**config.mk**
```make
export PLATFORM = sky130hd
export DESIGN_NAME = sk_coeff_map
export DESIGN_NICKNAME = d
export VERILOG_FILES = /design/src/logic/skenc_pkg.sv /design/src/logic/sk_coeff_map.sv
export SDC_FILE = /design/constraint.sdc
export NUM_CORES = 1
export LEC_CHECK = 0
export BUFFER_PORTS_ARGS = -buffer_cell sky130_fd_sc_hd__buf_2
export CAP_MARGIN = 5
export CORE_AREA = 2 2 85 87
export CTS_CLUSTER_DIAMETER = 200
export CTS_CLUSTER_SIZE = 30
export DETAILED_ROUTE_END_ITERATION = 12
export DIE_AREA = 0 0 87 89
export PLACE_DENSITY = 0.74
export SYNTH_ARGS = -nofsm -noshare
export SYNTH_HDL_FRONTEND = slang
export SYNTH_SLANG_ARGS = --single-unit
```
**constraint.sdc**
```tcl
create_clock -name clk -period 2.66 [get_ports clk]
set_input_delay 0.532 -clock clk [delete_from_list [all_inputs] [get_ports clk]]
set_output_delay 0.532 -clock clk [all_outputs]
set_load 0.02 [all_outputs]
```
**src/logic/skenc_pkg.sv**
```systemverilog
// Shared constants, register map and types for the ML-DSA s1/s2 encoder.
// Only eta = 2 is supported. Memory sizing functions reserve two run areas
// so that a second vector can be staged behind the first.
`default_nettype none

package skenc_pkg;

    // ========================================================================
    // Arithmetic and datapath widths
    // ========================================================================
    localparam logic [22:0] MLDSA_Q  = 23'd8380417;
    localparam int          COEFF_W  = 24;
    localparam int          LANES    = 8;
    localparam int          CODE_W   = 3;
    localparam int          STRING_W = LANES * CODE_W;
    localparam int          WB_DW    = 32;
    localparam int          WB_AW    = 16;

    // Register byte offsets. CTRL bit 0 is start, bit 1 is zeroize.
    localparam logic [WB_AW-1:0] REG_CTRL      = 16'h0000;
    localparam logic [WB_AW-1:0] REG_STATUS    = 16'h0004;
    localparam logic [WB_AW-1:0] REG_SRC_ROW   = 16'h0008;
    localparam logic [WB_AW-1:0] REG_DEST_ADDR = 16'h000C;

    // Memory windows, one 32-bit slot per coefficient or key word.
    localparam logic [WB_AW-1:0] COEFF_WIN = 16'h1000;
    localparam logic [WB_AW-1:0] KEY_WIN   = 16'h2000;

    typedef enum logic [1:0] {
        IDLE,
        RUN,
        DRAIN
    } fetch_state_e;

    typedef enum logic [1:0] {
        REGION_REG,
        REGION_COEFF,
        REGION_KEY,
        REGION_NONE
    } wb_region_e;

    // Rows of eight coefficients in one run of s1 and s2.
    function automatic int run_rows(input int k, input int l, input int n);
        return (k + l) * n / LANES;
    endfunction

    // Packed 32-bit key words produced by one run.
    function automatic int run_words(input int k, input int l, input int n);
        return CODE_W * (k + l) * n / WB_DW;
    endfunction

    function automatic int row_aw(input int k, input int l, input int n);
        return $clog2(2 * run_rows(k, l, n));
    endfunction

    function automatic int key_aw(input int k, input int l, input int n);
        return $clog2(2 * run_words(k, l, n));
    endfunction

endpackage

`default_nettype wire

```
**src/logic/sk_coeff_map.sv**
```systemverilog
// Map stage for eta = 2. Each lane becomes the 3-bit code eta minus the
// coefficient; lane 0 lands in the low bits of the string.
`timescale 1ns/1ps
`default_nettype none

module sk_coeff_map
    import skenc_pkg::*;
(
    input  wire                            clk,
    input  wire                            reset_n,
    input  wire                            zeroize,
    input  wire                            row_valid,
    input  wire [LANES-1:0][COEFF_W-1:0]   row_data,
    output logic                           str_valid,
    output logic [STRING_W-1:0]            str_data,
    output logic                           err_pulse
);

    logic [LANES-1:0][CODE_W-1:0] codes;
    logic [LANES-1:0]             bad;

    always_comb begin
        for (int i = 0; i < LANES; i++) begin
            bad[i] = 1'b0;
            case (row_data[i])
                COEFF_W'(0):           codes[i] = 3'd2;
                COEFF_W'(1):           codes[i] = 3'd1;
                COEFF_W'(2):           codes[i] = 3'd0;
                COEFF_W'(MLDSA_Q - 1): codes[i] = 3'd3;
                COEFF_W'(MLDSA_Q - 2): codes[i] = 3'd4;
                default: begin
                    codes[i] = 3'd0;
                    bad[i]   = 1'b1;
                end
            endcase
        end
    end

    always_ff @(posedge clk) begin
        if (!reset_n || zeroize) begin
            str_valid <= 1'b0;
            err_pulse <= 1'b0;
        end else begin
            str_valid <= row_valid && !(|bad);
            err_pulse <= row_valid && (|bad);
        end
    end

    always_ff @(posedge clk) begin
        if (row_valid) begin
            str_data <= codes;
        end
    end

endmodule

`default_nettype wire

```
# [Word level (Yosys, flattened, before mapping)]
# Index checks and enable logic that the tools add are counted.
[op_classes] muxes=16 n_reduce_logical=22 eq_ne=32
[op_table] operator="$eq A24 B23 Y1 const B" n=16
[op_table] operator="$eq A24 B1 Y1 const B" n=8
[op_table] operator="$eq A24 B2 Y1 const B" n=8
[op_table] operator="$logic_not A24 Y1" n=8
[op_table] operator="$pmux W3 S4" n=8
[op_table] operator="$reduce_or A5 Y1" n=8
[op_table] operator="$mux W1" n=8
[op_table] operator="$reduce_or A8 Y1" n=1
[op_table] operator="$logic_and A1 B1 Y1" n=2
[op_table] operator="$logic_not A1 Y1" n=2
[op_table] operator="$logic_or A1 B1 Y1" n=1
[word_totals] regBits=26 out_inout_bits=26 word_cells=73

# [Logic depth before layout (Yosys ltp)]
[logic_depth] depth_word=6 ltp_mapped=7 depth_no_buf=7

# [Worst setup path after synthesis]
# No wires, ideal clock.
[synth_timing] kind="input-to-reg" start="input port row_data[8] in the netlist's numbering" end="register err_pulse" n_path_buf=0 stages=7 setup_slack_ps=511 t_required_ps=2545 t_arrival_ps=2033 cell_sequence="or2_1 or4_4 a2111oi_4 a211oi_1 a221oi_2 nand4_1 nor3b_1"
[synth_via] elab_chain_len=5 elab_cells_between_ends=9
[synth_rtl] element="from (decl)" line="sk_coeff_map.sv:13" text="input wire [LANES-1:0][COEFF_W-1:0] row_data,"
[synth_rtl] element="$eq A24 B23 Y1 (tied with other cells)" line="sk_coeff_map.sv:25" text="case (row_data[i])"
[synth_rtl] element="$reduce_or A5 Y1 (no source line) *"
[synth_rtl] element="$mux W1 *" line="sk_coeff_map.sv:25"
[synth_rtl] element="$reduce_or A8 Y1 *" line="sk_coeff_map.sv:45" text="err_pulse <= row_valid && (|bad);"
[synth_rtl] element="$logic_and A1 B1 Y1 *" line="sk_coeff_map.sv:45"
[synth_rtl] element="to (signal assigned)" line="sk_coeff_map.sv:45"
[synth_rtl] element="to (decl)" line="sk_coeff_map.sv:16" text="output logic err_pulse"
# Every way passes the cells marked *; elsewhere a longest branch is shown, timed or not.
# A chain may end at the register's enable or synchronous reset.

# [Worst setup path after layout]
[layout_timing] start="input port row_data[109] in the netlist's numbering" end="register err_pulse"
# Same word-level chain as after synthesis.

==> results.md <==
- Leaving out fill and tap cells, the most frequent cell in the layout is sky130_fd_sc_hd__buf_2.
- The startpoint identified for the worst hold timing path is zeroize.
- The type of the tightest min-delay check is in2reg.
- Routability-driven placement finished with a final weighted congestion of 0.7707.
- For this block, the routed nets add up to 7620 um of wire.
- Buffers placed on the I/O ports in this run total 221.
- The part of the cycle the worst path needs is 81.88%.
- The first element of the critical path is row_data[109].
- After detailed routing, the average wire length per cell comes to 13.46 um.
- The share of total power in the clock network is 24.6%.
- The half-perimeter wire length after placement is 6786 um.
- The final number of max-transition violations is 0.
- The total clock buffers created by CTS is 3.
- With fillers left out, the area of the finished cells amounts to 0.003462 mm2.
- The final-report setup violation count is 0.
- Counting every net in the synthesized netlist gives 457.
- The fraction of the yosys area taken by sequential cells is 34.57%.
- In this run the deepest clock path goes through 2 buffers.
- At the pin with the least slew margin, the transition time is 0.5682 ns.
- The switching power summed over all nets is 0.2746 mW.
- For this block, the initial DRC count from the detailed router was 62.
- The summed instance area of the synthesized netlist is 0.002201 mm2.
- The cell type of the slowest stage on the worst timing path is sky130_fd_sc_hd__a2111oi_0.
- The overflow left after global routing is 0.
- Across every metal layer, demand over resource in global routing totals 18.30%.
- The flow ran to the end, and the final reports show no timing, DRC or antenna violations.
- The number of global-route vias before repair came to 2863.
- Adding up every negative setup slack in the final design gives 0 ns.
- The signed area change from the synthesized netlist to the final layout is 57.31%.
- The horizontal die dimension is 87 um.
- The remaining antenna violation count is 0.
- The critical path in this run is classified as in2reg.
- CTS built an H-tree with a depth of 1.
- In this run switching power makes up 27.20% of total power.
- Yosys mapped the design onto 42 distinct sky130hd cell types.
- The required time of the critical path is 2.82 ns.
- The most used flip-flop cell after synthesis is sky130_fd_sc_hd__edfxtp_1.
- STA classifies the critical path startpoint as a primary input.
- In this run, synthesis inferred 24 flip-flops with an integrated enable.
- The fraction of final layout cells with drive strength greater than 1 is 49.18%.
- The delay of the slowest critical-path stage is 0.46 ns.
- The placed cell area is 0.003407 mm2.
- The critical path goes through buf_2, nor4_1, nand2_1, a2111oi_0, o21bai_1, a221oi_2, nand4_1, nor3b_1.
- The number of hold buffers added after CTS was 0.
- The internal power of the cells totals 0.7352 mW.
- At the end of the flow the core is filled with cells to 51.53%.
- In the routed design, unresolved DRC markers number 0.
- The power share of the sequential group is 46.3%.
- Measured along the y axis, the die boundary spans 89 um.
- The largest vdd supply drop is 0.1708 mV.
- The leakage dissipation is 1.517 nW.
- Broken down by cell family, the worst path's largest delay share belongs to compound AO/OA/AOI/OAI gates.
- Setup repair after global routing left no endpoint under its margin.
- The average size of a mapped cell is 8.432 um2.
- Synthesis handed over a netlist of 261 instances.
- The number of filler instances in the final layout is 662.
- In the layout the commonest cells are sky130_fd_sc_hd__buf_2 (221), sky130_fd_sc_hd__nor4_1 (40), sky130_fd_sc_hd__nand4_1 (35), sky130_fd_sc_hd__nand2_1 (27), sky130_fd_sc_hd__edfxtp_1 (24).
- The first global-routing pass estimated 11710 um of wire.
- In this run, post-CTS repair resized a total of 0 instances.
- The worst setup path is captured at a flop.
- The share of synthesized flip-flops with an asynchronous set or reset is 0%.
- The routed layout has 3097 vias.
- The root buffer cell chosen for the clock tree is sky130_fd_sc_hd__clkbuf_8.
- Dividing total power by cell area gives a power density of 291.7 mW/mm2.
- The total setup buffers inserted after CTS is 0.
- For this run, the top clock speed supported by timing is 459.1 MHz.
- For this configuration, the core starts out at a cell density of 32.76%.
- The worst endpoint data arrival time is 2.34 ns.
- The worst max-slew margin expressed relative to the limit is 62.12%.
- Per report_power, the combinational group accounts for 29.1% of the total.
- In this run the core area contains 30 standard-cell rows.
- Entering global routing, the biggest net connects 26 pins.
- The number of clock sinks is 26.
- The reported max-cap violation count is 0.
- Dividing the detail-routed via count by the number of cells gives 5.472.
- The peak fanout along the critical path is 4.
- The floorplan step defined a die boundary enclosing 0.007743 mm2.
- The number of iterations in the first detailed-routing pass is 4.
- The clock-pin slew of the registers on the worst-case setup and hold paths is 0.09 ns.
- The number of top-level pins is 222.
- In this run the standard cell core region covers 0.006719 mm2.
- The yosys synthesis warning count is 0.
- TritonCTS built the clock tree.
- The final-report hold violation count came to 0.
- The antenna diode count is 0.
- At the end of the flow, the number of nets in the layout was 683.
- The worst path in the final design needs a cycle of 2.178 ns, including I/O delays and setup.
- The number of buffer and inverter stages on the critical path is 1.
- The synthesized design contains 26 register bits.
- The initial antenna violation count came to 0.
final timing paths:
check,endpoint,slack [ns],cells after the start
setup / recovery,err_pulse,0.48,8
hold / removal,str_valid,0.45,2
state kept, by name, indices dropped and copies added, names as in the netlist:
signal and count:
str_data 24, str_valid 1, err_pulse 1
stage by stage:
step	setup slack [ns]	total power, mW	cells	hold WS, ns
final	0.4819	1.010	566	0.4486
after global routing	0.3242	1.066	566	0.4399
after CTS	0.4841	1.021	566	0.4381
after detailed placement	0.1860	0.7707	562	0.7281
after global placement	0.2205	0.7611	562	0.7248
after floorplan	0.5112	0.5476	261	0.6017
Yosys cell counts (4+ instances only):
library cell	instances	share of area [%]
sky130_fd_sc_hd__and2_1	4	1.1
sky130_fd_sc_hd__nor2_1	21	3.6
sky130_fd_sc_hd__nand3_1	10	2.3
sky130_fd_sc_hd__edfxtp_1	24	33
sky130_fd_sc_hd__a211oi_1	5	1.7
sky130_fd_sc_hd__nor3_1	18	4.1
sky130_fd_sc_hd__nand2_1	27	4.6
sky130_fd_sc_hd__nand4b_1	9	3.6
sky130_fd_sc_hd__inv_1	14	2.4
sky130_fd_sc_hd__nand4_1	35	9.9
sky130_fd_sc_hd__or4_1	4	1.4
sky130_fd_sc_hd__and3_1	4	1.1
sky130_fd_sc_hd__nor4_1	40	11
layer usage:
metal  global-route usage [%]  wire (um)
met1                    20.16       2957
met2                    36.71       3970
met3                    2.308        550
met4                    4.545        142
met5                        0          0
cells by family (layout without fill, tap and decap cells):
kind of cell | after synthesis | after routing | synth area share (%)
compound gates | 28 | 28 | 11.60
flops | 26 | 26 | 34.57
simple gates | 191 | 191 | 50.43
mux | 2 | 2 | 1.023
buf+inv | 14 | 239 | 2.388
power by group through the flow:
stage,clock (mW),combinational [mW],sequential (mW)
2_1_floorplan,0,0.0423,0.505
3_3_place_gp,0,0.284,0.477
3_5_place_dp,0,0.293,0.478
4_1_cts,0.259,0.294,0.468
5_1_grt,0.273,0.323,0.470
6_report,0.248,0.293,0.468
cell type report:
class                   instances  area (um2)  area share (%)
flip-flops and latches         26       760.7           21.97
clock buffers                   4       55.05           1.590
well taps                      80       100.1           2.891
inverters                      14       52.55           1.518
repair buffers                221        1106           31.95
multi-input cells             221        1388           40.08
Power figures use the tool's default switching activity.
