**src/logic/skenc_pkg.sv**
```systemverilog
// Shared constants, register map and types for the ML-DSA s1/s2 encoder.
// Only eta = 2 is supported. Memory sizing functions reserve two run areas
// so that a second vector can be staged behind the first.
`default_nettype none

package skenc_pkg;

    // ========================================================================
    // Arithmetic and datapath widths
    // ========================================================================
    localparam logic [22:0] MLDSA_Q  = 23'd8380417;
    localparam int          COEFF_W  = 24;
    localparam int          LANES    = 8;
    localparam int          CODE_W   = 3;
    localparam int          STRING_W = LANES * CODE_W;
    localparam int          WB_DW    = 32;
    localparam int          WB_AW    = 16;

    // Register byte offsets. CTRL bit 0 is start, bit 1 is zeroize.
    localparam logic [WB_AW-1:0] REG_CTRL      = 16'h0000;
    localparam logic [WB_AW-1:0] REG_STATUS    = 16'h0004;
    localparam logic [WB_AW-1:0] REG_SRC_ROW   = 16'h0008;
    localparam logic [WB_AW-1:0] REG_DEST_ADDR = 16'h000C;

    // Memory windows, one 32-bit slot per coefficient or key word.
    localparam logic [WB_AW-1:0] COEFF_WIN = 16'h1000;
    localparam logic [WB_AW-1:0] KEY_WIN   = 16'h2000;

    typedef enum logic [1:0] {
        IDLE,
        RUN,
        DRAIN
    } fetch_state_e;

    typedef enum logic [1:0] {
        REGION_REG,
        REGION_COEFF,
        REGION_KEY,
        REGION_NONE
    } wb_region_e;

    // Rows of eight coefficients in one run of s1 and s2.
    function automatic int run_rows(input int k, input int l, input int n);
        return (k + l) * n / LANES;
    endfunction

    // Packed 32-bit key words produced by one run.
    function automatic int run_words(input int k, input int l, input int n);
        return CODE_W * (k + l) * n / WB_DW;
    endfunction

    function automatic int row_aw(input int k, input int l, input int n);
        return $clog2(2 * run_rows(k, l, n));
    endfunction

    function automatic int key_aw(input int k, input int l, input int n);
        return $clog2(2 * run_words(k, l, n));
    endfunction

endpackage

`default_nettype wire

```
**src/logic/sk_pack.sv**
```systemverilog
// Pack stage. Appends 24-bit code strings to an accumulator and writes
// 32-bit words at consecutive key addresses from the latched destination.
// The per-run bit total must be a multiple of 32 (N a multiple of 32).
`timescale 1ns/1ps
`default_nettype none

module sk_pack
    import skenc_pkg::*;
#(
    parameter int MLDSA_K = 8,
    parameter int MLDSA_L = 7,
    parameter int MLDSA_N = 256,
    localparam int KEY_AW    = key_aw(MLDSA_K, MLDSA_L, MLDSA_N),
    localparam int RUN_WORDS = run_words(MLDSA_K, MLDSA_L, MLDSA_N)
) (
    input  wire                clk,
    input  wire                reset_n,
    input  wire                start,
    input  wire                zeroize,
    input  wire [KEY_AW-1:0]   dest_addr,
    input  wire                str_valid,
    input  wire [STRING_W-1:0] str_data,
    input  wire                err_pulse,
    output logic               key_wr_en,
    output logic [KEY_AW-1:0]  key_wr_addr,
    output logic [WB_DW-1:0]   key_wr_data,
    output logic               run_done
);

    // At most 24 bits in and 32 bits out per cycle, so 56 bits never overflow.
    localparam int ACC_W = WB_DW + STRING_W;
    localparam int CNT_W = $clog2(ACC_W);

    logic [ACC_W-1:0]  acc;
    logic [ACC_W-1:0]  acc_base;
    logic [CNT_W-1:0]  bits;
    logic [CNT_W-1:0]  bits_base;
    logic [KEY_AW-1:0] word_cnt;
    logic [KEY_AW-1:0] base_addr;
    logic              active;
    logic              emit;
    logic              last;
    logic              wr_last;

    assign emit = active && (bits >= CNT_W'(WB_DW));
    assign last = (word_cnt == KEY_AW'(RUN_WORDS - 1));

    // Bits left after this cycle's word goes out.
    always_comb begin
        acc_base  = emit ? (acc >> WB_DW) : acc;
        bits_base = emit ? (bits - CNT_W'(WB_DW)) : bits;
    end

    always_ff @(posedge clk) begin
        if (!reset_n || zeroize) begin
            active    <= 1'b0;
            bits      <= '0;
            word_cnt  <= '0;
            key_wr_en <= 1'b0;
            wr_last   <= 1'b0;
            run_done  <= 1'b0;
        end else begin
            key_wr_en <= emit;
            wr_last   <= emit && last;
            run_done  <= key_wr_en && wr_last;
            if (start) begin
                active   <= 1'b1;
                bits     <= '0;
                word_cnt <= '0;
            end else if (err_pulse || (emit && last)) begin
                // An error discards whatever is still held.
                active <= 1'b0;
                bits   <= '0;
            end else begin
                if (str_valid && active) begin
                    bits <= bits_base + CNT_W'(STRING_W);
                end else begin
                    bits <= bits_base;
                end
                if (emit) begin
                    word_cnt <= word_cnt + 1'b1;
                end
            end
        end
    end

    // Bits above the count stay zero, so a new string can be OR-ed in.
    always_ff @(posedge clk) begin
        if (start) begin
            acc       <= '0;
            base_addr <= dest_addr;
        end else if (str_valid && active) begin
            acc <= acc_base | (ACC_W'(str_data) << bits_base);
        end else begin
            acc <= acc_base;
        end
        if (emit) begin
            key_wr_data <= acc[WB_DW-1:0];
            key_wr_addr <= base_addr + word_cnt;
        end
    end

endmodule

`default_nettype wire

```
**config.mk**
```make
export PLATFORM = sky130hd
export DESIGN_NAME = sk_pack
export DESIGN_NICKNAME = d
export VERILOG_FILES = /design/src/logic/skenc_pkg.sv /design/src/logic/sk_pack.sv
export SDC_FILE = /design/constraint.sdc
export NUM_CORES = 1
export LEC_CHECK = 0
export BUFFER_PORTS_ARGS = -buffer_cell sky130_fd_sc_hd__buf_2
export CAP_MARGIN = 20
export CORE_ASPECT_RATIO = 0.7
export CORE_MARGIN = 2
export CORE_UTILIZATION = 44
export DETAILED_ROUTE_END_ITERATION = 7
export SYNTH_ARGS = -nofsm -noshare
export SYNTH_HDL_FRONTEND = slang
export SYNTH_SLANG_ARGS = --single-unit
```
**constraint.sdc**
```tcl
create_clock -name clk -period 3.1 [get_ports clk]
set_input_delay 0.31 -clock clk [delete_from_list [all_inputs] [get_ports clk]]
set_output_delay 0.31 -clock clk [all_outputs]
set_load 0.05 [all_outputs]
```
### Yosys cells after proc, flatten, opt, wreduce, memory -nomap -nowiden

Cells that the tools add are included.

| word-level totals | value |
|---|---|
| memory bits (read-only) | 0 |
| memories | 0 |
| memory bits (writable) | 0 |
| register bits | 128 |
| bits in latches | 0 |
| input port bits | 40 |
| output and inout port bits | 44 |
| logic and storage cells | 36 |

| operators by class | value |
|---|---|
| $add $sub $neg | 4 |
| multiplexer cells | 6 |
| multipliers | 0 |
| bitwise logic cells | 2 |
| $lt $le $gt $ge | 1 |
| shift-type cells | 1 |
| reductions and logical operators | 11 |
| div/mod/pow operators | 0 |
| equality and inequality tests | 1 |

Operators with widths:

| operator | number |
|---|---|
| 56-bit 2-to-1 mux | 2 |
| 56-bit bitwise OR | 1 |
| 24-bit by 6-bit left shift with 56-bit output | 1 |
| 6-bit 2-to-1 mux | 2 |
| 10-bit by 1-bit adder with 10-bit output (second input constant) | 1 |
| 10-bit adder | 1 |
| 10-bit by 9-bit == test with 1-bit output (second input constant) | 1 |
| 6-bit by 5-bit adder with 6-bit output (second input constant) | 1 |
| 6-bit >= comparator (second input constant) | 1 |
| 6-bit subtractor (second input constant) | 1 |
| 1-bit logical AND | 4 |
| 3-bit OR reduction | 1 |
| 1-bit logical OR | 2 |
| 1-bit 2-to-1 mux | 2 |
| 2-bit AND reduction | 1 |
| 2-bit nonzero test | 1 |
| 2-bit OR reduction | 1 |
| 1-bit logical NOT | 1 |
| 1-bit NOT | 1 |

### Depth between registers and ports, before layout

| depth | value |
|---|---|
| depth in word-level cells | 6 |
| gate-level depth with buffers | 7 |
| gate-level depth less buffers | 7 |

### Worst setup path after synthesis

Ideal clock, no wire load.

| timing path | value |
|---|---|
| path kind | reg2reg |
| start | reg active |
| end | reg key_wr_addr[0], enable pin |
| data arrival time | 2.012 ns |
| library setup time | 0.423 ns |
| stages on the path, launching flop included | 5 |
| data required time | 2.677 ns |
| clock period less this slack | 2.434 ns |
| path buffers | 2 |
| slack | 0.666 ns |
| cells stage by stage | dfxtp_1 > buf_4 > nand2_1 > inv_2 > buf_1 |

| on the way | value |
|---|---|
| word-level cells in the longest chain between the ends | 1 |

Ends and longest elaborated chain:

| what | line | RTL |
|---|---|---|
| from (decl) | sk_pack.sv:40 | `logic active;` |
| from (signal assigned) | sk_pack.sv:56 | `active <= 1'b0;` |
| from (signal assigned) | sk_pack.sv:67 | `active <= 1'b1;` |
| from (signal assigned) | sk_pack.sv:72 | `active <= 1'b0;` |
| 1-bit logical AND | sk_pack.sv:45 | `assign emit = active && (bits >= CNT_W'(WB_DW));` |
| net emit | sk_pack.sv:41 | `logic emit;` |
| to (signal assigned) | sk_pack.sv:99 | `key_wr_addr <= base_addr + word_cnt;` |
| to (decl) | sk_pack.sv:25 | `output logic [KEY_AW-1:0] key_wr_addr,` |

The timed path passes the listed nets, and every way through them passes these cells.
A chain may end at the register's enable or synchronous reset.

### Worst setup path in the final report

| timing path | value |
|---|---|
| start | reg word_cnt[0] |
| end | reg key_wr_addr[8] (data pin) |

| on the way | value |
|---|---|
| word-level cells in the longest chain between the ends | 1 |

Ends and longest elaborated chain:

| what | line | RTL |
|---|---|---|
| from (decl) | sk_pack.sv:38 | `logic [KEY_AW-1:0] word_cnt;` |
| from (signal assigned) | sk_pack.sv:81 | `word_cnt <= word_cnt + 1'b1;` |
| 10-bit adder | sk_pack.sv:99 |  |

No other way between the ends.

==> reports/metrics.yaml <==
routing:
  routed_via_density: 5.33
  wire_per_inst_um: 17.5
  routed_wl_um: 12300
  drt_iter0_markers: 282
  vias: 3763
  first_pass_iters: 5
  drc: 0
  ant_nets: 0
sta:
  timing.final.hold_violations: 0
  post-route-min-period_ns: 2.04
  finalMaxSlewViolations: 0
  tns_ns: 0
  setup_slack_ns: 1.06
  max_freq_ghz: 0.490
  setup_viol: 0
  clock-skew-final_ns: 0.00612
  max_slew_margin_pct: 51.2
  finalCritPeriodShare_pct: 65.9
  rsz0062_at_grt: "false"
  whs_ns: 0.0728
  worstMarginPinSlew_ns: 0.728
cells_and_area:
  final_cells: 706
  diodes: 0
  area_growth_pct: 22.7
  drive_above_1_share_pct: 24.2
  layout.nets: 592
  utilization_pct: 55.6
setup_path:
  arrival_ns: 2.19
  cp-startpoint: "word_cnt[0]$_SDFFE_PP0P_"
  crit_path_end_kind: "flip-flop"
  slowest_stage: "dfxtp_1"
  slowest_delay_ns: 0.41
  crit_chain: "ha_1 > inv_1 > fa_1 > nand2b_1 > a21oi_1 > a221oi_1 > xnor2_1"
  critical_path.max_fanout: 4
  reg2reg_from: "word_cnt[0]$_SDFFE_PP0P_"
  critPathLaunchType: "flip-flop"
  crit_required_ns: 3.25
  worstSetupPathType: "reg -> reg"
  r2r_cells: 7
logic_synthesis:
  synth_commonest_cells: "nand2_1, dfxtp_1, edfxtp_1"
  syn_nets: 503
  yosys.cell_types.count: 48
  synth.area.top_cells: "edfxtp_1, dfxtp_1, nand2_1, mux2i_1, ha_1"
  synth_flop_cell: "dfxtp_1"
  synth_top_area_cell: "edfxtp_1"
  syn-mean-instance-area_sq_um: 11.1
  syn-cell-area_sq_um: 5030
  yosysWarnings: 0
  ys_seq_area_share_pct: 60.1
  synth_seq_cells: 125
  ys_async_sr_fraction_pct: 0
  synthCells: 451
  yosys.area.top_type_share_pct: 31.1
  yosysMostFrequentCell: "nand2_1"
  synth_edf_count: 52
min_path:
  whs_path_depth: 1
  hold_class: "in -> reg"
  min-delay-start: "dest_addr[3]"
grt:
  grt_max_degree: 29
  grt.overflow.total: 0
  grt_pass1_wl_um: 19300
  grtUsageTotal_pct: 20.8
  antenna_found_initial: 0
  grt_pass1_vias: 3617
clock_tree:
  ctsResizeCount: 0
  postCtsHoldBufs: 0
  clk_transition_reported_paths_ns: 0.05
  cts_root_buf: "clkbuf_16"
  htreeDepth: 4
  clock-sinks: 125
  cts_setup_buffers: 0
  clk_path_buf_depth: 2
  cts-buffers-inserted: 17
  cts_tree: "done"
  clk_latency_ns: 0.41
placement:
  io_buffers: 83
  hpwl_um: 8500
  place_inst: 674
  place_congestion: 0.824
  dp_slack_ns: 1.07
floorplanning:
  num_rows: 32
  core_area_sq_um: 11100
  die_h_um: 93.4
  initial_core_util_pct: 45.3
  io_pins: 84
  fp.dieW_um: 132
  die-area_sq_um: 12300
status:
  status: "complete, no violations"
power_and_ir_drop:
  irDropWorstVdd_mv: 0.392
  p_per_area_nw_per_um2: 618
  power.leakage_uw: 0.00236
job:
  maxCapViolations: 0
## final cells by class
class                      instances  area [sq um]
clock buffer                      25           497
clock inverter                     7          86.3
fill                             980          4920
inverter                          11          41.3
multi-input combinational        293          1850
sequential                       125          3020
tap                              153           191
timing repair buffer              92           483
## per-stage QoR
stage               total power [uW]  area, sq um
floorplan                       1840         5030
global placement                1900         5590
detailed placement              1900         5590
CTS                             3840         6170
global route                    3920         6170
finish                          3810         6170
## final timing paths
kind / endpoint / slack, ns
worst max-delay path: key_wr_addr[8]$_DFFE_PP_ / 1.06
worst min-delay path: base_addr[3]$_DFFE_PP_ / 0.07
worst max register to register: key_wr_addr[8]$_DFFE_PP_ / 1.06
worst min register to register: run_done$_SDFF_PP0_ / 0.42
## sequential cells by signal, indices dropped and copies added, names as in the netlist
register / cells
wr_last: 1
key_wr_addr: 10
key_wr_data: 32
base_addr: 10
acc: 56
run_done: 1
bits: 3
key_wr_en: 1
word_cnt: 10
active: 1
## logic make-up after synthesis
family / Yosys count / share of synthesized area [%]
buf+inv: 33 / 3.09
xor+xnor: 18 / 3.14
flops: 125 / 60.1
fa+ha+maj: 12 / 3.14
compound gates: 80 / 11.2
mux: 23 / 4.78
simple gates: 160 / 14.5
## worst max-delay path, delay by kind of cell, from the launching register on
family,cells,cell delay (ns)
AO/OA/AOI/OAI,2,0.38
XOR/XNOR,1,0.16
adder cells (fa/ha/maj),2,0.58
buffers and inverters,1,0.05
flip-flops,1,0.41
AND/OR/NAND/NOR,1,0.19
## power breakdown
part | leakage (uW) | switching [uW] | internal (uW) | total (uW)
registers | 0.00109 | 9.44 | 1730 | 1740
logic | 0.000981 | 79.7 | 50.6 | 130
clock network | 0.000284 | 677 | 1270 | 1940
total | 0.00236 | 766 | 3050 | 3810
## metal layers
| layer | wire length [um] | up-vias | global-route usage, % |
|---|---|---|---|
| met1 | 6170 | 1786 | 29.9 |
| met4 | 232 | 0 | 10.1 |
| li1 | - | 1811 | - |
| met5 | 0 | - | 0 |
| met3 | 800 | 22 | 5.53 |
| met2 | 5120 | 144 | 29.1 |
## cells in the final DEF, fill, tap and decap left out, types with 3 or more instances in the layout
cell type  instances
ha_1              11
clkbuf_1           5
xor2_1             3
nand3_1           16
and2_1             9
nor4_1             3
nand2b_1           4
a21oi_1            8
clkbuf_16         18
dfxtp_1           73
clkinv_2           3
nand2_1           75
nor2_1            36
buf_4              9
a22oi_1            8
buf_2             83
inv_1             10
a222oi_1           8
mux2i_1           15
edfxtp_1          52
mux2_2             8
xnor2_1           15
a31oi_1           20
o21ai_0           11
o311a_1            8
o21ai_1            7
No activity file was read; power rests on OpenSTA's default activity.
