[src/logic/skenc_pkg.sv]
// Shared constants, register map and types for the ML-DSA s1/s2 encoder.
// Only eta = 2 is supported. Memory sizing functions reserve two run areas
// so that a second vector can be staged behind the first.
`default_nettype none

package skenc_pkg;

    // ========================================================================
    // Arithmetic and datapath widths
    // ========================================================================
    localparam logic [22:0] MLDSA_Q  = 23'd8380417;
    localparam int          COEFF_W  = 24;
    localparam int          LANES    = 8;
    localparam int          CODE_W   = 3;
    localparam int          STRING_W = LANES * CODE_W;
    localparam int          WB_DW    = 32;
    localparam int          WB_AW    = 16;

    // Register byte offsets. CTRL bit 0 is start, bit 1 is zeroize.
    localparam logic [WB_AW-1:0] REG_CTRL      = 16'h0000;
    localparam logic [WB_AW-1:0] REG_STATUS    = 16'h0004;
    localparam logic [WB_AW-1:0] REG_SRC_ROW   = 16'h0008;
    localparam logic [WB_AW-1:0] REG_DEST_ADDR = 16'h000C;

    // Memory windows, one 32-bit slot per coefficient or key word.
    localparam logic [WB_AW-1:0] COEFF_WIN = 16'h1000;
    localparam logic [WB_AW-1:0] KEY_WIN   = 16'h2000;

    typedef enum logic [1:0] {
        IDLE,
        RUN,
        DRAIN
    } fetch_state_e;

    typedef enum logic [1:0] {
        REGION_REG,
        REGION_COEFF,
        REGION_KEY,
        REGION_NONE
    } wb_region_e;

    // Rows of eight coefficients in one run of s1 and s2.
    function automatic int run_rows(input int k, input int l, input int n);
        return (k + l) * n / LANES;
    endfunction

    // Packed 32-bit key words produced by one run.
    function automatic int run_words(input int k, input int l, input int n);
        return CODE_W * (k + l) * n / WB_DW;
    endfunction

    function automatic int row_aw(input int k, input int l, input int n);
        return $clog2(2 * run_rows(k, l, n));
    endfunction

    function automatic int key_aw(input int k, input int l, input int n);
        return $clog2(2 * run_words(k, l, n));
    endfunction

endpackage

`default_nettype wire

[src/logic/sk_fetch.sv]
// Fetch stage. Walks the rows of one run from the latched source row,
// one row per cycle, then drains for two cycles before accepting a start.
`timescale 1ns/1ps
`default_nettype none

module sk_fetch
    import skenc_pkg::*;
#(
    parameter int MLDSA_K = 8,
    parameter int MLDSA_L = 7,
    parameter int MLDSA_N = 256,
    localparam int ROW_AW   = row_aw(MLDSA_K, MLDSA_L, MLDSA_N),
    localparam int RUN_ROWS = run_rows(MLDSA_K, MLDSA_L, MLDSA_N)
) (
    input  wire               clk,
    input  wire               reset_n,
    input  wire               start,
    input  wire               zeroize,
    input  wire [ROW_AW-1:0]  src_row,
    input  wire               err_pulse,
    output logic              rd_en,
    output logic [ROW_AW-1:0] rd_row
);

    fetch_state_e      state;
    logic [ROW_AW-1:0] count;
    logic [ROW_AW-1:0] base_row;

    always_ff @(posedge clk) begin
        if (!reset_n || zeroize) begin
            state <= IDLE;
            count <= '0;
        end else begin
            case (state)
                IDLE: begin
                    if (start) begin
                        state <= RUN;
                        count <= '0;
                    end
                end
                RUN: begin
                    // An invalid coefficient ends the walk early.
                    if (err_pulse || count == ROW_AW'(RUN_ROWS - 1)) begin
                        state <= DRAIN;
                        count <= '0;
                    end else begin
                        count <= count + 1'b1;
                    end
                end
                DRAIN: begin
                    if (count == ROW_AW'(1)) begin
                        state <= IDLE;
                        count <= '0;
                    end else begin
                        count <= count + 1'b1;
                    end
                end
                default: begin
                    state <= IDLE;
                    count <= '0;
                end
            endcase
        end
    end

    always_ff @(posedge clk) begin
        if (state == IDLE && start) begin
            base_row <= src_row;
        end
    end

    assign rd_en  = (state == RUN);
    assign rd_row = base_row + count;

endmodule

`default_nettype wire

[config.mk]
export PLATFORM = sky130hd
export DESIGN_NAME = sk_fetch
export DESIGN_NICKNAME = d
export VERILOG_FILES = /design/src/logic/skenc_pkg.sv /design/src/logic/sk_fetch.sv
export SDC_FILE = /design/constraint.sdc
export NUM_CORES = 1
export LEC_CHECK = 0
export ABC_AREA = 1
export BUFFER_PORTS_ARGS = -buffer_cell sky130_fd_sc_hd__buf_4
export CAP_MARGIN = 20
export CORE_ASPECT_RATIO = 0.9
export CORE_MARGIN = 1
export CORE_UTILIZATION = 28
export CTS_CLUSTER_SIZE = 24
export DETAILED_ROUTE_END_ITERATION = 12
export GPL_TIMING_DRIVEN = 0
export PLACE_DENSITY = 0.45
export SYNTH_ARGS = -nofsm -noshare
export SYNTH_HDL_FRONTEND = slang
export SYNTH_SLANG_ARGS = --single-unit
[constraint.sdc]
create_clock -name clk -period 2.6 [get_ports clk]
set_input_delay 0.39 -clock clk [delete_from_list [all_inputs] [get_ports clk]]
set_output_delay 0.39 -clock clk [all_outputs]
set_load 0.05 [all_outputs]
# Word-level counts from Yosys, hierarchy flattened
# Cells that the tools add are included.
# op_classes
muxes	8
reduce_logical	6
n_eq_ne	7
n_addsub	2
# op_table
operator	n
$mux 10	3
$pmux 10 s3	1
$add 10x1->10 const B	1
$add 10x10->10	1
$eq 10x1->1 const B	1
$eq 10x9->1 const B	1
$mux 2	3
$pmux 2 s3	1
$ne 2x2->1 const B	2
$reduce_and 3->1	1
$eq 2x1->1 const B	1
$eq 2x2->1 const B	1
$logic_not 2->1	1
$logic_or 1x1->1	2
$ne 2x1->1 const B	1
$logic_and 1x1->1	1
$logic_not 1->1	1
# totals
output_inout_bits	11
reg_bits	22
inputBits	15

# Logic depth before layout (Yosys ltp)
# Gate-level depths: netlist of run 1.
# logic_depth
ltp_word	4
depth_mapped	11
ltp_nobuf	11

# Worst setup path before layout of run 1
# Ideal clock, no wire load.
# synth_path
path_type	register -> output
startpoint	register count[0]
endpoint	output port rd_row[6]
stages_incl_launch_ff	11
required_ps	2210
arrival_ps	2335
slack_ps	-125
path_buffers	0
path_cell_list	dfxtp_1 > ha_1 > inv_1 > fa_1 > nand3b_1 > nand2_1 > nand2_1 > nand2_1 > nand2_1 > nand2_1 > xor2_1
# synth_between
elab_chain_cells	1
# synth_rtl
element	line	source
from (decl)	sk_fetch.sv:26	logic [ROW_AW-1:0] count;
from (signal assigned)	sk_fetch.sv:47	count <= count + 1'b1;
from (signal assigned)	sk_fetch.sv:55	count <= count + 1'b1;
$add 10x10->10	sk_fetch.sv:73	assign rd_row = base_row + count;
to (decl)	sk_fetch.sv:22	output logic [ROW_AW-1:0] rd_row
# Every way passes these cells.

# Worst setup path in the final report of run 1
# layout_path
startpoint	register base_row[0]
endpoint	output port rd_row[8]
# layout_between
elab_chain_cells	1
# layout_rtl
element	line	source
from (decl)	sk_fetch.sv:27	logic [ROW_AW-1:0] base_row;
from (signal assigned)	sk_fetch.sv:68	base_row <= src_row;
$add 10x10->10	sk_fetch.sv:73	
# Every way passes these cells.

==> results of run 1 <==
==> registers in the layout, summed over array words and instances, names as in the netlist <==
signal,flops
state,2
count,10
base_row,10
==> logic make-up after synthesis <==
| logic type | Yosys count |
|---|---|
| and+or+nand+nor | 97 |
| buffers and inverters | 29 |
| DFF | 22 |
| AOI/OAI and AO/OA | 16 |
| adders and majority gates | 16 |
| xor gates and xnor gates | 13 |
==> layer usage <==
metal | vias to the layer above | GRT usage [%] | routed length, um
li1 | 685 | - | -
met3 | 5 | 3.00 | 160
met4 | 0 | 2.98 | 25
met5 | - | 0 | 0
met1 | 559 | 16.4 | 1710
met2 | 26 | 20.6 | 1470
==> cells in the mapped netlist, drive strengths merged, types with 2 or more instances <==
master / number
nor2: 26
edfxtp: 10
nand2: 48
o21ai: 5
a21oi: 9
inv: 29
nand3: 12
dfxtp: 12
xnor2: 2
ha: 15
nand4: 8
xor2: 11
==> worst max-delay path: cells and delay by family, from the launching register on <==
| family | cells | cell delay, ns |
|---|---|---|
| buffers and inverters | 2 | 0.24 |
| and+or+nand+nor | 4 | 0.52 |
| xor gates and xnor gates | 1 | 0.13 |
| adders and majority gates | 2 | 0.51 |
| DFF | 1 | 0.40 |
==> power groups by stage <==
stage	combinational, W	clock [W]	sequential [W]
CTS	0.000165	0.000346	0.000382
global route	0.000182	0.000357	0.000384
floorplan	0.000112	0	0.000388
finish	0.000166	0.000330	0.000382
global placement	0.000162	0	0.000391
detailed placement	0.000162	0	0.000391
==> worst paths after layout <==
| check | start | to | slack, ns | cells past startpoint |
|---|---|---|---|---|
| setup / recovery | base_row[0] | rd_row[8] | 0.14 | 9 |
| hold / removal | src_row[8] | base_row[8] | 0.29 | 1 |
| setup reg to reg | count[0] | count[3] | 0.97 | 11 |
| hold reg to reg | state[1] | state[1] | 0.49 | 2 |
==> through the flow <==
step                setup WS, ns  total power [W]  cell area, sq um  setup TNS (ns)  util (%)
floorplan                 0.0686         0.000500              1570               0         -
global placement          0.0330         0.000553              1840               0      34.7
detailed placement        0.0339         0.000553              1840               0      34.7
CTS                       0.0116         0.000893              1930               0      36.3
global route            -0.00106         0.000923              1970        -0.00106      37.0
finish                     0.135         0.000878              1970               0      37.0
==> repair_timing <==
item                                    in CTS  in global routing
cloned                                       0                  0
hold buffers                                 0                  0
setup buffers                                1                  2
pin swaps                                    0                  4
resized for setup                            4                  8
endpoints found under the setup margin       3                  3
==> area by class of cell <==
cell class,instances,area [sq um],share of cell area [%]
Sequential cell,22,547,27.8
Timing Repair Buffer,28,214,10.9
Inverter,29,109,5.53
Clock inverter,1,30.0,1.52
Tap cell,67,83.8,4.26
Clock buffer,3,41.3,2.10
Multi-Input combinational cell,142,945,48.0
==> layout by cell type (no fill, tap or decap) <==
master	synthesis	routed
dfxtp_4	0	1
dfxtp_2	0	2
ha_4	0	1
inv_1	28	27
and2_4	1	1
o21bai_1	1	1
clkbuf_8	0	3
nand3_1	9	9
ha_1	15	14
xnor2_1	2	2
o21ai_0	5	5
inv_2	1	2
xor2_1	11	9
dfxtp_1	12	9
a211oi_1	1	1
a21oi_1	9	9
nor2_2	8	8
fa_2	0	1
bufinv_16	0	1
edfxtp_1	10	10
buf_4	0	27
nand3_2	3	3
nor2_4	2	2
nand4_1	8	8
nand3b_1	1	1
buf_6	0	1
nand2_4	4	4
nor4_1	1	1
nand2_1	40	37
nand2_2	4	7
nor2_1	16	16
xor2_2	0	2
==> qor.yml, run 1 <==
timing:
  period_share_pct: 94.8
  slew_headroom_pct: 70.0
  timing.fmax_mhz: 406
  hold_viol: 0
  worst_pin_slew_ns: 0.449
  timing.hold.ws_ns: 0.286
  drv_slew: 0
  setup_viol: 0
  period_minus_slack_ns: 2.46
  fin_skew_ns: 0.00690
final_layout:
  final_cells: 292
  area_growth_pct: 26.5
  nets: 257
  drive_gt1_share_pct: 29.3
  n_antenna_cell: 0
  num-fill-cells: 576
route:
  vias: 1275
  dr.pass1.iters: 4
  ant_nets: 0
  wirelength_mm: 3.37
  drcViolationCount: 0
  wl_per_cell_um: 11.6
  via_per_inst: 4.37
  dr.first_iter.drc_count: 33
power_and_ir_drop:
  max-vdd-ir-drop_mv: 0.185
  p_sw_share_pct: 27.1
  power_density_mw_per_mm2: 446
  power_frac_clock_pct: 37.6
  leakagePower_nw: 0.870
  combPwrFrac_pct: 18.9
  p_switching_w: 0.000238
  seqPwrFrac_pct: 43.5
  p_int_w: 0.000640
floorplan:
  die_x_um: 80.6
  core_area_sq_mm: 0.00532
  row_count: 25
  start_util_pct: 29.3
  dieArea_sq_mm: 0.00586
  fp.dieH_um: 72.7
  io_pins: 26
synth:
  async_flop_share_pct: 0
  yosys-mux-area-fraction_pct: 0
  yosysWarnings: 0
  synth_simple_gate_area_share_pct: 32.2
  synth.ff_latch_count: 22
  netlist.area_leader.share_pct: 19.3
  synth_compound_gate_area_share_pct: 5.47
  yosysSeqAreaShare_pct: 34.7
  synthAdderAreaFrac_pct: 13.3
  synth_top_area_cell: "edfxtp_1"
  syn_nets: 224
  synth_cell_types: 24
  synth_top_family_by_area: "simple AND/OR/NAND/NOR gates"
  synth.avg_cell_area_sq_um: 8.06
  synth_xor_area_share_pct: 7.32
  syn_area_sq_mm: 0.00156
  synth_edf_count: 10
  syn_inst: 193
  synth_ff_type: "dfxtp_1"
  synth_area_leaders: "edfxtp_1 (19%), dfxtp_1 (15%), ha_1 (12%), nand2_1 (9.6%), inv_1 (6.8%)"
placed_design:
  dp_cells: 285
  dp_hpwl_mm: 2.60
  port-buffer-count: 25
  gp_congestion: 0.741
critical_path:
  worst-setup-path-type: "reg2out"
  cp_max_fo: 3
  path_cells: "ha_4 > inv_2 > fa_2 > nand3b_1 > nand2_2 > nand4_1 > nand3_1 > xor2_2 > buf_4"
  cp-start-kind: "flip-flop"
  worst_ep_arrival_time_ns: 2.07
  cp_slowest_stage_delay_ns: 0.40
  critPathCaptureType: "output port"
  required_ns: 2.21
  critical_path.slowest_cell: "edfxtp_1"
grt:
  grt_start_max_net_pins: 14
  grt_use_total_pct: 12.5
  overflow: 0
  antenna_found_initial: 0
  grt_pass1_wl_mm: 5.51
  grt_pass1_vias: 1207
clock_network:
  cts_tree: "yes"
  clk_pin_slew_ns: 0.09
  ctsLongestPathBuffers: 2
  clockRootBuffer: "clkbuf_8"
  cts.sink_count: 22
  h-tree-depth: 1
  numCtsBuffers: 3
  clk_latency_ns: 0.27
min_path:
  hold_class: "in2reg"
flow_run:
  cap_violations: 0
run_status:
  outcome: "finished clean"
(Power assumes the default switching activity.)
==> run 2, diff against run 1 <==
==> constraint.sdc (replaced) <==
create_clock -name clk -period 2.6 [get_ports clk]
set_input_delay 0.39 -clock clk [delete_from_list [all_inputs] [get_ports clk]]
set_output_delay 0.39 -clock clk [all_outputs]
set_load 0.02 [all_outputs]
==> run 2 against run 1 <==
- clock skew decreased by 0.0041 ns
- design area decreased by 2.7%
- sequential power about the same
- combinational power decreased by 19%
- clock power about the same
- fmax increased by 0.95%
- routed wire length increased by 0.12%
- sequential share of layout area increased by 0.70 points
- clock-buffer cell count unchanged
- register-to-register slack about the same
- critical path type unchanged
- highest routed layer unchanged
==> qor.yml, run 2 (synthesized netlist as in run 1, its figures left out) <==
grt:
  grt_busiest_layer: "met2"
  use_met3_pct: 3.25  # +0.25 points
  grt_use_total_pct: 13.0  # +0.56 points
  grt_pass1_wl_mm: 5.74  # +4.1%
  grt_start_max_net_pins: 14  # unchanged
  grtUsageMet2_pct: 20.5  # -0.094 points
  antenna_found_initial: 0  # unchanged
  grt_pass1_vias: 1244  # +3.1%
  overflow: 0  # unchanged
  use_met1_pct: 17.7  # +1.3 points
critical_path:
  cp_slowest_stage_delay_ns: 0.36  # -0.04 ns
  cp_max_fo: 3  # unchanged
  worst-path-buf-inv: 2  # unchanged
  required_ns: 2.21  # about the same
  rr_startpoint: "count[0]"
  worst_ep_arrival_time_ns: 2.05  # -0.02 ns
  critPathCaptureType: "output port"
  reg2regPathDepth: 11  # unchanged
  worst-setup-path-type: "reg2out"
  cp-start-kind: "flip-flop"
  crit_top_cell: "nand2_1"
  critical_path.slowest_cell: "edfxtp_1"
  r2r_slack_ns: 0.98  # about the same
  reg2reg_to: "count[1]"
  crit_family: "adder cells"
  path_cells: "ha_1 > inv_1 > fa_2 > nand3b_1 > nand2_2 > nand2_1 > nand2_1 > nand2_1 > nand2_1 > xor2_1 > buf_4"
timing:
  fin_skew_ns: 0.00276  # -0.00414 ns
  drv_slew: 0  # unchanged
  timing.hold.ws_ns: 0.290  # +0.00356 ns
  rsz0062_at_grt: "false"
  period_minus_slack_ns: 2.44  # -0.0232 ns
  setup_viol: 0  # unchanged
  period_share_pct: 93.9  # -0.89 points
  slew_headroom_pct: 65.5  # -4.6 points
  hold_viol: 0  # unchanged
  finalSetupTns_ns: 0  # unchanged
  worst_pin_slew_ns: 0.518  # +0.0689 ns
  timing.fmax_mhz: 410  # +0.95%
min_path:
  holdPathStages: 1  # unchanged
  hold_class: "in2reg"
  whs_endpoint: "base_row[9]"
  hp-start: "src_row[9]"
clock_network:
  cts.sink_count: 22  # unchanged
  clockRootBuffer: "clkbuf_8"
  hold_buffers: 0  # unchanged
  clk_pin_slew_ns: 0.09  # about the same
  numCtsBuffers: 3  # unchanged
  ctsLongestPathBuffers: 2  # unchanged
  clk_latency_ns: 0.27  # about the same
  cts_tree: "yes"
  h-tree-depth: 1  # unchanged
placed_design:
  port-buffer-count: 25  # unchanged
  gp_congestion: 0.727  # -1.9%
  dp_hpwl_mm: 2.63  # +1.0%
final_layout:
  multi_input_area_sq_um: 912  # -3.4%
  num-fill-cells: 560  # -2.8%
  drive_gt1_share_pct: 25.6  # -3.8 points
  layout_commonest_cell: "nand2_1"
  n_antenna_cell: 0  # unchanged
  nets: 255  # -0.78%
  top_regs: "base_row (10), count (10), state (2)"
  final_cell_mix: "nand2_1 (39), inv_1 (28), buf_4 (26), nor2_1 (16), ha_1 (15)"
  regArea_sq_um: 546  # -0.23%
  area_growth_pct: 23.2
route:
  wl_per_cell_um: 11.6  # +0.81%
  dr.first_iter.drc_count: 58  # +76%
  dr.pass1.iters: 4  # unchanged
  drcViolationCount: 0  # unchanged
  wirelength_mm: 3.38  # +0.12%
  via_per_inst: 4.40  # +0.77%
  ant_nets: 0  # unchanged
  vias: 1276  # +0.078%
power_and_ir_drop:
  leakagePower_nw: 0.857  # -1.4%
  power_density_mw_per_mm2: 441  # -0.99%
  power_w: 0.000846  # -3.6%
  max-vdd-ir-drop_mv: 0.271  # +46%
floorplan:
  die_x_um: 80.6  # unchanged
  row_count: 25  # unchanged
  io_pins: 26  # unchanged
  dieArea_sq_mm: 0.00586  # unchanged
  start_util_pct: 29.3  # unchanged
  core_area_sq_mm: 0.00532  # unchanged
  fp.dieH_um: 72.7  # unchanged
run_status:
  outcome: "finished clean"
flow_run:
  cap_violations: 0  # unchanged
-- run 2: metal layers --
| layer | vias up | wire length, um | part of all wire, % |
|---|---|---|---|
| li1 | 686 | - | - |
| met1 | 564 | 1780 | 53 |
| met2 | 24 | 1420 | 42 |
| met3 | 2 | 157 | 4.6 |
| met4 | 0 | 25 | 0.74 |
| met5 | - | 0 | 0 |
-- run 2: how the worst max path moves through the flow --
stage / from / end / slack (ns) / depth (start not counted)
after CTS: count[1] / rd_row[6] / 0.04 / 10
after detailed placement: count[0] / rd_row[6] / 0.1 / 11
after floorplan: count[0] / rd_row[6] / 0.28 / 10
after global routing: count[0] / rd_row[6] / 0.01 / 11
after global placement: count[0] / rd_row[8] / 0.11 / 9
final: base_row[0] / rd_row[6] / 0.16 / 11
-- run 2: final cells by class --
type | count | area share [%]
Timing Repair Buffer | 26 | 10.2
Inverter | 29 | 5.68
Sequential cell | 22 | 28.5
Multi-Input combinational cell | 142 | 47.6
Clock inverter | 1 | 1.57
Clock buffer | 3 | 2.15
Tap cell | 67 | 4.37
-- run 2: what timing repair did --
item / 4_1_cts / 5_1_grt
endpoints found under the hold margin: 0 / 0
endpoints found under the setup margin: 3 / 2
setup buffers: 1 / 0
resized for setup: 2 / 3
-- run 2: through the flow --
stage	instance area, sq um	util (%)	worst slack [ns]	std cells
2_1_floorplan	1560	-	0.276	193
3_3_place_gp	1830	34.4	0.106	285
3_5_place_dp	1830	34.4	0.0979	285
4_1_cts	1910	35.9	0.0447	290
5_1_grt	1920	36.0	0.0132	290
6_report	1920	36.0	0.158	290
-- run 2: power breakdown --
part | switching (W) | internal [W]
registers | 0.00000542 | 0.000376
logic | 0.0000792 | 0.0000543
clock network | 0.000125 | 0.000206
